## config.mk

```make
export PLATFORM = sky130hd
export DESIGN_NAME = dma_channel
export DESIGN_NICKNAME = d
export VERILOG_FILES = /design/src/source/dma_pkg.sv /design/src/source/sync_fifo.sv /design/src/source/beat_packer.sv /design/src/source/beat_unpacker.sv /design/src/source/dma_channel_fsm.sv /design/src/source/dma_channel.sv
export SDC_FILE = /design/constraint.sdc
export NUM_CORES = 2
export LEC_CHECK = 0
export ABC_CLOCK_PERIOD_IN_PS = 11060
export BUFFER_PORTS_ARGS = -buffer_cell sky130_fd_sc_hd__buf_2
export CAP_MARGIN = 20
export CORE_MARGIN = 2
export CORE_UTILIZATION = 55
export DETAILED_ROUTE_END_ITERATION = 10
export PLACE_DENSITY = 0.87
export SLEW_MARGIN = 25
export SYNTH_ARGS = -nofsm -noshare
export SYNTH_HDL_FRONTEND = slang
export SYNTH_SLANG_ARGS = --single-unit
```

## constraint.sdc

```tcl
create_clock -name clk -period 11.06 [get_ports clk]
set_clock_uncertainty 0.2 [all_clocks]
set_input_delay 1.106 -clock clk [delete_from_list [all_inputs] [get_ports clk]]
set_output_delay 1.106 -clock clk [all_outputs]
set_load 0.05 [all_outputs]
```

## src/source/dma_pkg.sv

```systemverilog
`default_nettype none

package dma_pkg;

    ////////////////////////////////////////////////////////////
    // widths and sizes
    ////////////////////////////////////////////////////////////

    localparam int NARROW_W   = 32;
    localparam int WIDE_W     = 128;
    localparam int LANES      = WIDE_W / NARROW_W;
    localparam int ADDR_W     = 16;
    localparam int WORD_BYTES = WIDE_W / 8;
    localparam int MAX_BEATS  = 16;
    localparam int BEATS_W    = $clog2(MAX_BEATS + 1);
    localparam int PROC_W     = 7;
    localparam int SLOT_W     = 7;

    ////////////////////////////////////////////////////////////
    // data and command types
    ////////////////////////////////////////////////////////////

    typedef logic [NARROW_W-1:0] narrow_t;
    typedef logic [WIDE_W-1:0]   wide_t;

    typedef struct packed {
        logic [PROC_W-1:0] proc_id;
        logic [SLOT_W-1:0] slot_id;
    } dma_tag_t;

    // beats counts wide words, 1 to MAX_BEATS
    typedef struct packed {
        logic [ADDR_W-1:0]  addr;
        dma_tag_t           tag;
        logic [BEATS_W-1:0] beats;
        logic               write;
    } dma_cmd_t;

    typedef struct packed {
        logic [ADDR_W-1:0] addr;
        wide_t             data;
        logic              write;
    } mem_req_t;

endpackage

`default_nettype wire

```

## src/source/sync_fifo.sv

```systemverilog
`default_nettype none

module sync_fifo #(
    parameter type payload_t = logic [7:0],
    parameter int  DEPTH     = 4
) (
    input  wire logic                       clk,
    input  wire logic                       rst,
    input  wire logic                       push,
    input  wire payload_t                   push_data,
    output logic                            push_ready,
    output logic                            pop_valid,
    output payload_t                        pop_data,
    input  wire logic                       pop,
    output logic [$clog2(DEPTH+1)-1:0]      free_count
);

    localparam int PTR_W = (DEPTH > 1) ? $clog2(DEPTH) : 1;
    localparam int CNT_W = $clog2(DEPTH + 1);

    payload_t           mem_q [DEPTH];
    logic [PTR_W-1:0]   wr_ptr_q;
    logic [PTR_W-1:0]   rd_ptr_q;
    logic [CNT_W-1:0]   count_q;
    logic               do_push;
    logic               do_pop;

    assign push_ready = count_q != CNT_W'(DEPTH);
    assign pop_valid  = count_q != '0;
    assign pop_data   = mem_q[rd_ptr_q];
    assign free_count = CNT_W'(DEPTH) - count_q;

    assign do_push = push && push_ready;
    assign do_pop  = pop && pop_valid;

    // pointers wrap at DEPTH, which need not be a power of two
    always_ff @(posedge clk) begin
        if (!rst) begin
            wr_ptr_q <= '0;
            rd_ptr_q <= '0;
            count_q  <= '0;
        end else begin
            if (do_push) begin
                wr_ptr_q <= (wr_ptr_q == PTR_W'(DEPTH - 1)) ? '0 : wr_ptr_q + 1'b1;
            end
            if (do_pop) begin
                rd_ptr_q <= (rd_ptr_q == PTR_W'(DEPTH - 1)) ? '0 : rd_ptr_q + 1'b1;
            end
            if (do_push && !do_pop) begin
                count_q <= count_q + 1'b1;
            end else if (do_pop && !do_push) begin
                count_q <= count_q - 1'b1;
            end
        end
    end

    always_ff @(posedge clk) begin
        if (do_push) begin
            mem_q[wr_ptr_q] <= push_data;
        end
    end

endmodule

`default_nettype wire

```

## src/source/beat_packer.sv

```systemverilog
`default_nettype none

module beat_packer
    import dma_pkg::*;
(
    input  wire logic    clk,
    input  wire logic    rst,
    input  wire logic    in_valid,
    input  wire narrow_t in_data,
    output logic         in_ready,
    output logic         out_valid,
    output wide_t        out_data,
    input  wire logic    out_ready
);

    localparam int LANE_W = $clog2(LANES);

    wide_t             word_q;
    logic [LANE_W-1:0] lane_q;
    logic              full_q;
    logic              take;
    logic              last_lane;

    // a waiting word blocks intake unless it leaves this cycle
    assign in_ready  = !full_q || out_ready;
    assign out_valid = full_q;
    assign out_data  = word_q;

    assign take      = in_valid && in_ready;
    assign last_lane = lane_q == LANE_W'(LANES - 1);

    always_ff @(posedge clk) begin
        if (!rst) begin
            lane_q <= '0;
            full_q <= 1'b0;
        end else begin
            if (out_valid && out_ready) begin
                full_q <= 1'b0;
            end
            if (take) begin
                lane_q <= last_lane ? '0 : lane_q + 1'b1;
                if (last_lane) begin
                    full_q <= 1'b1;
                end
            end
        end
    end

    // new beat enters at the top, so the first beat ends in lane 0
    always_ff @(posedge clk) begin
        if (take) begin
            word_q <= {in_data, word_q[WIDE_W-1:NARROW_W]};
        end
    end

endmodule

`default_nettype wire

```

## src/source/beat_unpacker.sv

```systemverilog
`default_nettype none

module beat_unpacker
    import dma_pkg::*;
(
    input  wire logic     clk,
    input  wire logic     rst,
    input  wire logic     in_valid,
    input  wire wide_t    in_data,
    input  wire dma_tag_t tag,
    output logic          in_ready,
    output logic          fu_valid,
    output narrow_t       fu_data,
    output dma_tag_t      fu_tag,
    input  wire logic     fu_ready,
    output logic          idle
);

    localparam int LANE_W = $clog2(LANES);

    wide_t             word_q;
    dma_tag_t          tag_q;
    logic [LANE_W-1:0] lane_q;
    logic              full_q;
    logic              last_lane;
    logic              load;

    assign last_lane = lane_q == LANE_W'(LANES - 1);

    // next word may load while the last lane is leaving
    assign in_ready = !full_q || (fu_ready && last_lane);
    assign load     = in_valid && in_ready;

    assign fu_valid = full_q;
    assign fu_data  = word_q[lane_q*NARROW_W +: NARROW_W];
    assign fu_tag   = tag_q;
    assign idle     = !full_q;

    always_ff @(posedge clk) begin
        if (!rst) begin
            lane_q <= '0;
            full_q <= 1'b0;
        end else if (load) begin
            lane_q <= '0;
            full_q <= 1'b1;
        end else if (fu_valid && fu_ready) begin
            lane_q <= last_lane ? '0 : lane_q + 1'b1;
            if (last_lane) begin
                full_q <= 1'b0;
            end
        end
    end

    always_ff @(posedge clk) begin
        if (load) begin
            word_q <= in_data;
            tag_q  <= tag;
        end
    end

endmodule

`default_nettype wire

```

## src/source/dma_channel_fsm.sv

```systemverilog
`default_nettype none

module dma_channel_fsm
    import dma_pkg::*;
(
    input  wire logic     clk,
    input  wire logic     rst,
    input  wire logic     cmd_valid,
    input  wire dma_cmd_t cmd,
    output logic          cmd_ready,
    output dma_tag_t      tag,
    output logic          wr_phase,
    input  wire logic     wword_valid,
    input  wire wide_t    wword,
    output logic          wword_pop,
    output logic          mem_req_valid,
    output mem_req_t      mem_req,
    input  wire logic     mem_req_ready,
    input  wire logic     mem_rdata_valid,
    input  wire logic     buf_free,
    input  wire logic     unpack_idle,
    output logic          busy,
    output logic          done
);

    typedef enum logic [1:0] {
        ST_IDLE,
        ST_WRITE,
        ST_READ,
        ST_DRAIN
    } state_t;

    state_t             state_q;
    logic [ADDR_W-1:0]  base_q;
    dma_tag_t           tag_q;
    logic [BEATS_W-1:0] beats_q;
    logic [BEATS_W-1:0] req_cnt_q;
    logic [BEATS_W-1:0] rd_cnt_q;
    logic               done_q;
    logic               cmd_take;
    logic               req_fire;
    logic               last_req;
    logic               last_rd;

    ////////////////////////////////////////////////////////////
    // status and handshakes
    ////////////////////////////////////////////////////////////

    // done cycle already counts as idle, so hold off one more cycle
    assign cmd_ready = (state_q == ST_IDLE) && !done_q;
    assign cmd_take  = cmd_valid && cmd_ready;
    assign busy      = state_q != ST_IDLE;
    assign done      = done_q;
    assign tag       = tag_q;
    assign wr_phase  = state_q == ST_WRITE;

    assign req_fire = mem_req_valid && mem_req_ready;
    assign last_req = req_cnt_q == beats_q - 1'b1;
    assign last_rd  = rd_cnt_q == beats_q - 1'b1;

    assign wword_pop = wr_phase && wword_valid && mem_req_ready;

    ////////////////////////////////////////////////////////////
    // memory request
    ////////////////////////////////////////////////////////////

    always_comb begin
        mem_req_valid = 1'b0;
        mem_req.addr  = base_q + ADDR_W'(req_cnt_q) * ADDR_W'(WORD_BYTES);
        mem_req.data  = wr_phase ? wword : '0;
        mem_req.write = wr_phase;
        case (state_q)
            ST_WRITE: mem_req_valid = wword_valid;
            // buffer is empty on entry and holds a whole packet,
            // so reads in flight never exceed its free space
            ST_READ:  mem_req_valid = req_cnt_q != beats_q;
            default:  mem_req_valid = 1'b0;
        endcase
    end

    ////////////////////////////////////////////////////////////
    // state and counters
    ////////////////////////////////////////////////////////////

    always_ff @(posedge clk) begin
        if (!rst) begin
            state_q   <= ST_IDLE;
            req_cnt_q <= '0;
            rd_cnt_q  <= '0;
            done_q    <= 1'b0;
        end else begin
            done_q <= 1'b0;
            case (state_q)
                ST_IDLE: begin
                    if (cmd_take) begin
                        req_cnt_q <= '0;
                        rd_cnt_q  <= '0;
                        state_q   <= cmd.write ? ST_WRITE : ST_READ;
                    end
                end
                ST_WRITE: begin
                    if (req_fire) begin
                        req_cnt_q <= req_cnt_q + 1'b1;
                        if (last_req) begin
                            state_q <= ST_IDLE;
                            done_q  <= 1'b1;
                        end
                    end
                end
                ST_READ: begin
                    if (req_fire) begin
                        req_cnt_q <= req_cnt_q + 1'b1;
                    end
                    // returns arrive in order, the last one ends the read phase
                    if (mem_rdata_valid) begin
                        rd_cnt_q <= rd_cnt_q + 1'b1;
                        if (last_rd) begin
                            state_q <= ST_DRAIN;
                        end
                    end
                end
                ST_DRAIN: begin
                    if (buf_free && unpack_idle) begin
                        state_q <= ST_IDLE;
                        done_q  <= 1'b1;
                    end
                end
                default: state_q <= ST_IDLE;
            endcase
        end
    end

    // command fields
    always_ff @(posedge clk) begin
        if (cmd_take) begin
            base_q  <= cmd.addr;
            tag_q   <= cmd.tag;
            beats_q <= cmd.beats;
        end
    end

endmodule

`default_nettype wire

```

## src/source/dma_channel.sv

```systemverilog
`default_nettype none

module dma_channel
    import dma_pkg::*;
#(
    parameter int WDATA_DEPTH = 8,
    parameter int DATA_DEPTH  = MAX_BEATS
) (
    input  wire logic     clk,
    input  wire logic     rst,
    // command port
    input  wire logic     cmd_valid,
    input  wire dma_cmd_t cmd,
    output logic          cmd_ready,
    // write data port
    input  wire logic     wdata_valid,
    input  wire narrow_t  wdata,
    output logic          wdata_ready,
    // memory port
    output logic          mem_req_valid,
    output mem_req_t      mem_req,
    input  wire logic     mem_req_ready,
    input  wire logic     mem_rdata_valid,
    input  wire wide_t    mem_rdata,
    // forward port
    output logic          fu_valid,
    output narrow_t       fu_data,
    output dma_tag_t      fu_tag,
    input  wire logic     fu_ready,
    // status
    output logic          busy,
    output logic          done
);

    localparam int FREE_W = $clog2(DATA_DEPTH + 1);

    narrow_t            wbuf_data;
    logic               wbuf_valid;
    logic               wbuf_pop;
    logic               pk_ready;
    logic               wr_phase;
    logic               wword_valid;
    wide_t              wword;
    logic               wword_pop;
    logic               dbuf_valid;
    wide_t              dbuf_data;
    logic               dbuf_pop;
    logic [FREE_W-1:0]  data_free;
    logic               buf_free;
    logic               unpack_idle;
    dma_tag_t           tag;

    ////////////////////////////////////////////////////////////
    // write path
    ////////////////////////////////////////////////////////////

    // beats wait here until a write command opens the packer
    assign wbuf_pop = wbuf_valid && pk_ready && wr_phase;

    sync_fifo #(
        .payload_t (narrow_t),
        .DEPTH     (WDATA_DEPTH)
    ) wdata_buf_i (
        .clk        (clk),
        .rst        (rst),
        .push       (wdata_valid),
        .push_data  (wdata),
        .push_ready (wdata_ready),
        .pop_valid  (wbuf_valid),
        .pop_data   (wbuf_data),
        .pop        (wbuf_pop),
        .free_count ()
    );

    beat_packer packer_i (
        .clk       (clk),
        .rst       (rst),
        .in_valid  (wbuf_valid && wr_phase),
        .in_data   (wbuf_data),
        .in_ready  (pk_ready),
        .out_valid (wword_valid),
        .out_data  (wword),
        .out_ready (wword_pop)
    );

    ////////////////////////////////////////////////////////////
    // control
    ////////////////////////////////////////////////////////////

    // whole buffer free means every returned word has moved on
    assign buf_free = data_free == FREE_W'(DATA_DEPTH);

    dma_channel_fsm fsm_i (
        .clk             (clk),
        .rst             (rst),
        .cmd_valid       (cmd_valid),
        .cmd             (cmd),
        .cmd_ready       (cmd_ready),
        .tag             (tag),
        .wr_phase        (wr_phase),
        .wword_valid     (wword_valid),
        .wword           (wword),
        .wword_pop       (wword_pop),
        .mem_req_valid   (mem_req_valid),
        .mem_req         (mem_req),
        .mem_req_ready   (mem_req_ready),
        .mem_rdata_valid (mem_rdata_valid),
        .buf_free        (buf_free),
        .unpack_idle     (unpack_idle),
        .busy            (busy),
        .done            (done)
    );

    ////////////////////////////////////////////////////////////
    // read path
    ////////////////////////////////////////////////////////////

    sync_fifo #(
        .payload_t (wide_t),
        .DEPTH     (DATA_DEPTH)
    ) data_buf_i (
        .clk        (clk),
        .rst        (rst),
        .push       (mem_rdata_valid),
        .push_data  (mem_rdata),
        .push_ready (),
        .pop_valid  (dbuf_valid),
        .pop_data   (dbuf_data),
        .pop        (dbuf_pop),
        .free_count (data_free)
    );

    beat_unpacker unpacker_i (
        .clk      (clk),
        .rst      (rst),
        .in_valid (dbuf_valid),
        .in_data  (dbuf_data),
        .tag      (tag),
        .in_ready (dbuf_pop),
        .fu_valid (fu_valid),
        .fu_data  (fu_data),
        .fu_tag   (fu_tag),
        .fu_ready (fu_ready),
        .idle     (unpack_idle)
    );

endmodule

`default_nettype wire

```

# After elaboration in Yosys (flattened, before gate mapping)
# Memory sizes are Yosys's and may differ from the RTL's. A register that Yosys moved wholly into a read port is not among the register bits.
# Cells that the tools add are included.
dict set report classes {
  n_reduce_logical 46
  eq_ne 22
  bitwise_logic 1
  n_addsub 15
  muxes 39
  shifts 1
}
# cell count
set op_table {}
lappend op_table {{two-way mux 128 bit} 1}
lappend op_table {{indexed part select 128 x 8 -> 32 bit} 1}
lappend op_table {{two-way mux 5 bit} 5}
lappend op_table {{logical AND 1 bit} 21}
lappend op_table {{one-hot mux 5 bit (2 select lines)} 2}
lappend op_table {{two-way mux 2 bit} 9}
lappend op_table {{adder 16 x 9 -> 16 bit} 1}
lappend op_table {{two-way mux 4 bit} 4}
lappend op_table {{adder 5 x 1 -> 5 bit (second input constant)} 3}
lappend op_table {{nonzero test 2 bit} 7}
lappend op_table {{two-way mux 1 bit} 13}
lappend op_table {{adder 4 x 1 -> 4 bit (second input constant)} 3}
lappend op_table {{equality test 5 bit} 2}
lappend op_table {{subtractor 5 x 1 -> 5 bit (second input constant)} 2}
lappend op_table {{equality test 2 bit (second input constant)} 4}
lappend op_table {{equality test 4 bit (second input constant)} 2}
lappend op_table {{!= test 2 x 1 -> 1 bit (second input constant)} 4}
lappend op_table {{one-hot mux 2 bit (4 select lines)} 1}
lappend op_table {{logical NOT 1 bit} 7}
lappend op_table {{adder 3 x 1 -> 3 bit (second input constant)} 2}
lappend op_table {{equality test 3 bit (second input constant)} 2}
lappend op_table {{two-way mux 3 bit} 2}
lappend op_table {{!= test 2 bit (second input constant)} 3}
lappend op_table {{AND reduction 3 bit} 2}
lappend op_table {{17 further kinds} 21}
dict set report totals {
  reg_bits 219
  elab_cells 147
  memories 2
  out_inout_bits 197
  ram_bits 2304
  in_bits 203
}
# memory depth width read_ports rd_clocked_by_memory_dff write_ports line_no
set memory_table {}
lappend memory_table {data_buf_i.mem_q 16 128 1 1 1 sync_fifo.sv:21} ;# payload_t mem_q [DEPTH];
lappend memory_table {wdata_buf_i.mem_q 8 32 1 1 1 sync_fifo.sv:21}

# Depth between registers and ports, before layout
dict set report logic_depth {
  depth_word 10
  depth_mapped 13
  mapped_depth_nobuf 13
}

# Modules after synthesis
# A second synthesis with hierarchy kept.
dict set report unflattened {
  cells_unflattened 4388
  area_unflattened_um2 100437.6
}
# module area_each_um2 cells_each seq_area_each_um2 n_inst
set by_module_without_submodules {}
lappend by_module_without_submodules {{sync_fifo at data_buf_i} 77444.3 3253 61839.3 1}
lappend by_module_without_submodules {{sync_fifo at wdata_buf_i} 10482.6 451 7947.6 1}
lappend by_module_without_submodules {beat_unpacker 5220.0 199 4324.1 1}
lappend by_module_without_submodules {beat_packer 3991.3 143 3903.7 1}
lappend by_module_without_submodules {dma_channel_fsm 3274.4 338 1311.3 1}
lappend by_module_without_submodules {dma_channel 25.0 4 0.0 1}

# Worst setup path before layout
# Ideal clock, no wire load.
dict set report synth_timing {
  path_type {in2reg}
  start {in mem_rdata_valid}
  end {mem data_buf_i.mem_q[3][0] in the netlist's numbering, enable pin}
  t_required_ps 10089
  setup_slack_ps -240
  arrival_ps 10328
  n_path_buf 1
  path_stages 4
  setup_ps 771
  path_cell_list {nor2b_1 -> clkbuf_1 -> nand2_1 -> nor3_1}
}
dict set report synth_between {
  elab_chain_cells 3
}
# item line_no
set synth_rtl {}
lappend synth_rtl {{start: declaration} dma_channel.sv:23} ;# input wire logic mem_rdata_valid,
lappend synth_rtl {{logical AND 1 bit} sync_fifo.sv:33} ;# assign do_push = push && push_ready;
lappend synth_rtl {{via data_buf_i.do_push} sync_fifo.sv:25} ;# logic do_push;
lappend synth_rtl {{two-way mux 1 bit} sync_fifo.sv:58} ;# if (do_push) begin
lappend synth_rtl {{two-way mux 1 bit (not written as such)} sync_fifo.sv:59} ;# mem_q[wr_ptr_q] <= push_data;
lappend synth_rtl {{end: declaration} sync_fifo.sv:21}
# The timed path passes the listed nets, and every way through them passes these cells.

# Final worst setup path
dict set report layout_timing {
  start {reg data_buf_i.count_q[0]}
  end {mem data_buf_i.mem_q[11][12] in the netlist's numbering, enable pin}
}
dict set report layout_between {
  elab_chain_cells 4
}
# item line_no
set layout_rtl {}
lappend layout_rtl {{start: declaration} sync_fifo.sv:24} ;# logic [CNT_W-1:0] count_q;
lappend layout_rtl {{start signal: assignment} sync_fifo.sv:50} ;# count_q <= count_q + 1'b1;
lappend layout_rtl {{start signal: assignment} sync_fifo.sv:52} ;# count_q <= count_q - 1'b1;
lappend layout_rtl {{!= test 5 bit} sync_fifo.sv:28} ;# assign push_ready = count_q != CNT_W'(DEPTH);
lappend layout_rtl {{logical AND 1 bit} sync_fifo.sv:33}
lappend layout_rtl {{two-way mux 1 bit} sync_fifo.sv:58}
lappend layout_rtl {{two-way mux 1 bit (not written as such)} sync_fifo.sv:59}
# No other way between the ends.

==> flow_summary_export.csv <==
group,metric,value,unit
yosys,syn_nets,4322,
grt,grt_pass1_wl,404,mm
critical_path,timing.rr.end,"data_buf_i.mem_q[11][12]$_DFFE_PP_",
critical_path,r2r-start,"data_buf_i.count_q[0]$_SDFFE_PN0P_",
sta,slew_viol_final,0,
clock_network,cts_sinks,2651,
yosys,ys_async_sr_fraction,0,%
sta,slew_headroom,21.3,%
cells_and_area,drive_above_1_share,33.9,%
sta,setup_viol,0,
clock_network,postCtsSetupBuffers,0,
grt,grt_pass1_vias,50000,
placed_design,place_congestion,0.896,
sta,fin_crit_sh,47.1,%
routing,drtIter0Drc,9119,
critical_path,cp-start-kind,"register",
die,ioPinCount,400,
clock_network,hold_buffers,0,
routing,wl_per_cell,41.0,um
routing,drt_first_pass_iters,6,
grt,grt_overflow_total,0,
yosys,synthCells,4083,
routing,vias,50600,
clock_network,cts_tree,"yes",
job,maxCapViolations,0,
yosys,syn_area_per_cell,24.5,um2
cells_and_area,nNetsFinal,4835,
cells_and_area,final_common_cell,"edfxtp_1",
sta,finalHoldViolCount,0,
clock_network,cts_resized,0,
clock_network,cts_htree_levels,4,
die,initial_utilization,55.3,%
critical_path,rrSetupSlack,5.86,ns
yosys,yosys_warnings,0,
yosys,synth_seq_cells,2651,
placed_design,dp_hpwl,149,mm
pwr,p_total,27000,uW
hold_path,worstHoldEndpoint,"fsm_i.base_q[12]$_DFFE_PP_",
yosys,ys_types,50,
yosys,synth_ff_type,"edfxtp_1",
sta,min_period,5.20,ns
routing,drcViolationCount,0,
run_status,status,"complete, no violations",
routing,wl,297,mm
yosys,synth_edf_count,2609,
grt,grt_max_degree,172,
critical_path,cp-end-kind,"register",
sta,worstMarginPinSlew,1.18,ns
yosys,netlist_area,100000,um2
pwr,vdd_drop_max,0.000207,V
routing,final_antenna_net_count,0,
die,fp-row-count,156,
yosys,yosysSeqAreaShare,79.2,%
sta,clock.fmax,192,MHz
clock_network,clk_latency,0.93,ns
die,fp.dieH,430,um
cells_and_area,area_growth_syn_to_layout,13.3,%
clock_network,numCtsBuffers,238,
hold_path,hp-start,"cmd[32]",
sta,rsz0062_at_grt,"false",
hold_path,hold_path_depth,1,
pwr,power_density,238,nW/um2
clock_network,clk_pin_slew_worst_paths,0.06,ns
grt,track_usage,31.6,%
die,fp.coreArea,181000,um2
sta,fin_tns_setup,0,ns
clock_network,clk_path_buf_depth,3,
die,die_x,430,um
critical_path,crit_path_max_fanout,41,
cells_and_area,final_cell_mix,"2609 x edfxtp_1, 736 x mux4_2, 399 x buf_2",
critical_path,critical_path_arrival,5.51,ns
pwr,p_leak,0.0354,uW
hold_path,hold_path.class,"in -> reg",
grt,antenna_found_initial,114,
die,dieArea,185000,um2
critical_path,r2r.worst_path.cells,7,
placed_design,port_buffers,399,
routing,via_per_inst,7.00,
critical_path,crit_type,"reg -> reg",
critical_path,required,11.36,ns
clock_network,clock_tree.root_cell,"clkbuf_16",
power breakdown:
part           internal (uW)  total, uW  switching [uW]
logic                   2340       5830            3490
clock network           4640       8560            3920
registers              11900      12600             698
total                  18900      27000            8110
worst max-delay path, stage by stage, from the launching register on:
cell and delay [ns]:
dfxtp_1 0.43, nor4_1 0.14, ha_1 0.20, nor2b_1 0.71
nand2_1 0.58, nor2_4 0.82, buf_4 0.86, buf_4 0.81
how the worst max path moves through the flow:
stage                                       start                                  to  depth (start not counted)
2_1_floorplan                            fu_ready  data_buf_i.count_q[4]$_SDFFE_PN0P_                         11
3_3_place_gp                      mem_rdata_valid   data_buf_i.mem_q[2][10]$_DFFE_PP_                          6
3_5_place_dp                      mem_rdata_valid   data_buf_i.mem_q[11][8]$_DFFE_PP_                          6
4_1_cts        data_buf_i.count_q[0]$_SDFFE_PN0P_   data_buf_i.mem_q[11][8]$_DFFE_PP_                          7
5_1_grt        data_buf_i.count_q[0]$_SDFFE_PN0P_  data_buf_i.mem_q[11][12]$_DFFE_PP_                          7
6_report       data_buf_i.count_q[0]$_SDFFE_PN0P_  data_buf_i.mem_q[11][12]$_DFFE_PP_                          7
flip-flops by register name (all words and copies together) (netlist names), 5 cells and up:
name	count
fsm_i.beats_q	5
unpacker_i.fu_tag	14
data_buf_i.count_q	5
data_buf_i.mem_q	2048
fsm_i.req_cnt_q	5
packer_i.out_data	128
wdata_buf_i.mem_q	256
fsm_i.rd_cnt_q	5
unpacker_i.word_q	128
fsm_i.base_q	16
fsm_i.tag	14
cell families (layout without fill, tap and decap cells):
kind of cell             count (synthesis)  count (layout)  share of synthesized area [%]
flip-flops                            2651            2651                           79.2
multiplexers                           775             775                           17.0
AND/OR/NAND/NOR                        284             284                           1.53
buffers and inverters                  230             945                           1.10
AO/OA/AOI/OAI                           70              70                          0.417
adder cells (fa/ha/maj)                 37              37                          0.483
XOR/XNOR                                36              36                          0.315
other                                    0              65                              0
synthesized netlist by cell type, types with 5 or more instances:
| library cell | count | area share (%) |
|---|---|---|
| nor2_1 | 55 | 0.21 |
| and2_1 | 129 | 0.81 |
| o21ai_0 | 11 | 0.055 |
| clkbuf_1 | 112 | 0.42 |
| ha_1 | 33 | 0.41 |
| nand4_1 | 7 | 0.044 |
| mux2_2 | 33 | 0.37 |
| xnor2_1 | 22 | 0.19 |
| buf_6 | 17 | 0.19 |
| a21oi_1 | 34 | 0.17 |
| mux2i_1 | 6 | 0.060 |
| mux4_2 | 736 | 17 |
| nand2_1 | 40 | 0.15 |
| xor2_1 | 14 | 0.12 |
| nor2b_1 | 7 | 0.044 |
| nor3_1 | 19 | 0.095 |
| o21ai_1 | 5 | 0.025 |
| buf_1 | 16 | 0.060 |
| buf_2 | 40 | 0.20 |
| buf_4 | 16 | 0.12 |
| nand2b_1 | 8 | 0.050 |
| edfxtp_1 | 2609 | 78 |
| inv_1 | 28 | 0.11 |
| dfxtp_1 | 42 | 0.84 |
final cells by class:
cell class | count | area, um2
multi-input cells | 1202 | 19900
clock buffers | 275 | 6100
flip-flops and latches | 2651 | 79200
fillers | 10900 | 67400
well taps | 2370 | 2970
repair buffers | 474 | 3020
clock inverters | 167 | 1830
inverters | 29 | 111
diodes | 65 | 163
per-stage QoR:
stage	std cells	utilization, %	setup slack (ns)	cell area [um2]	hold slack, ns
after global placement	6713	58.0	5.73	105000	0.201
after CTS	7156	62.4	6.05	113000	0.153
after global routing	7214	62.7	5.83	113000	0.174
after floorplan	4083	-	0.120	100000	0.200
final	7233	62.7	5.86	113000	0.208
after detailed placement	6714	58.0	5.70	105000	0.205
layer usage:
metal / vias up / wire [um] / GRT usage (%)
li1: 18500 / - / -
met1: 26100 / 89800 / 38.3
met2: 4860 / 147000 / 51.0
met3: 1125 / 35800 / 8.26
met4: 60 / 23300 / 20.0
met5: - / 394 / 0
Note: power is estimated with default switching activity, not from simulation.
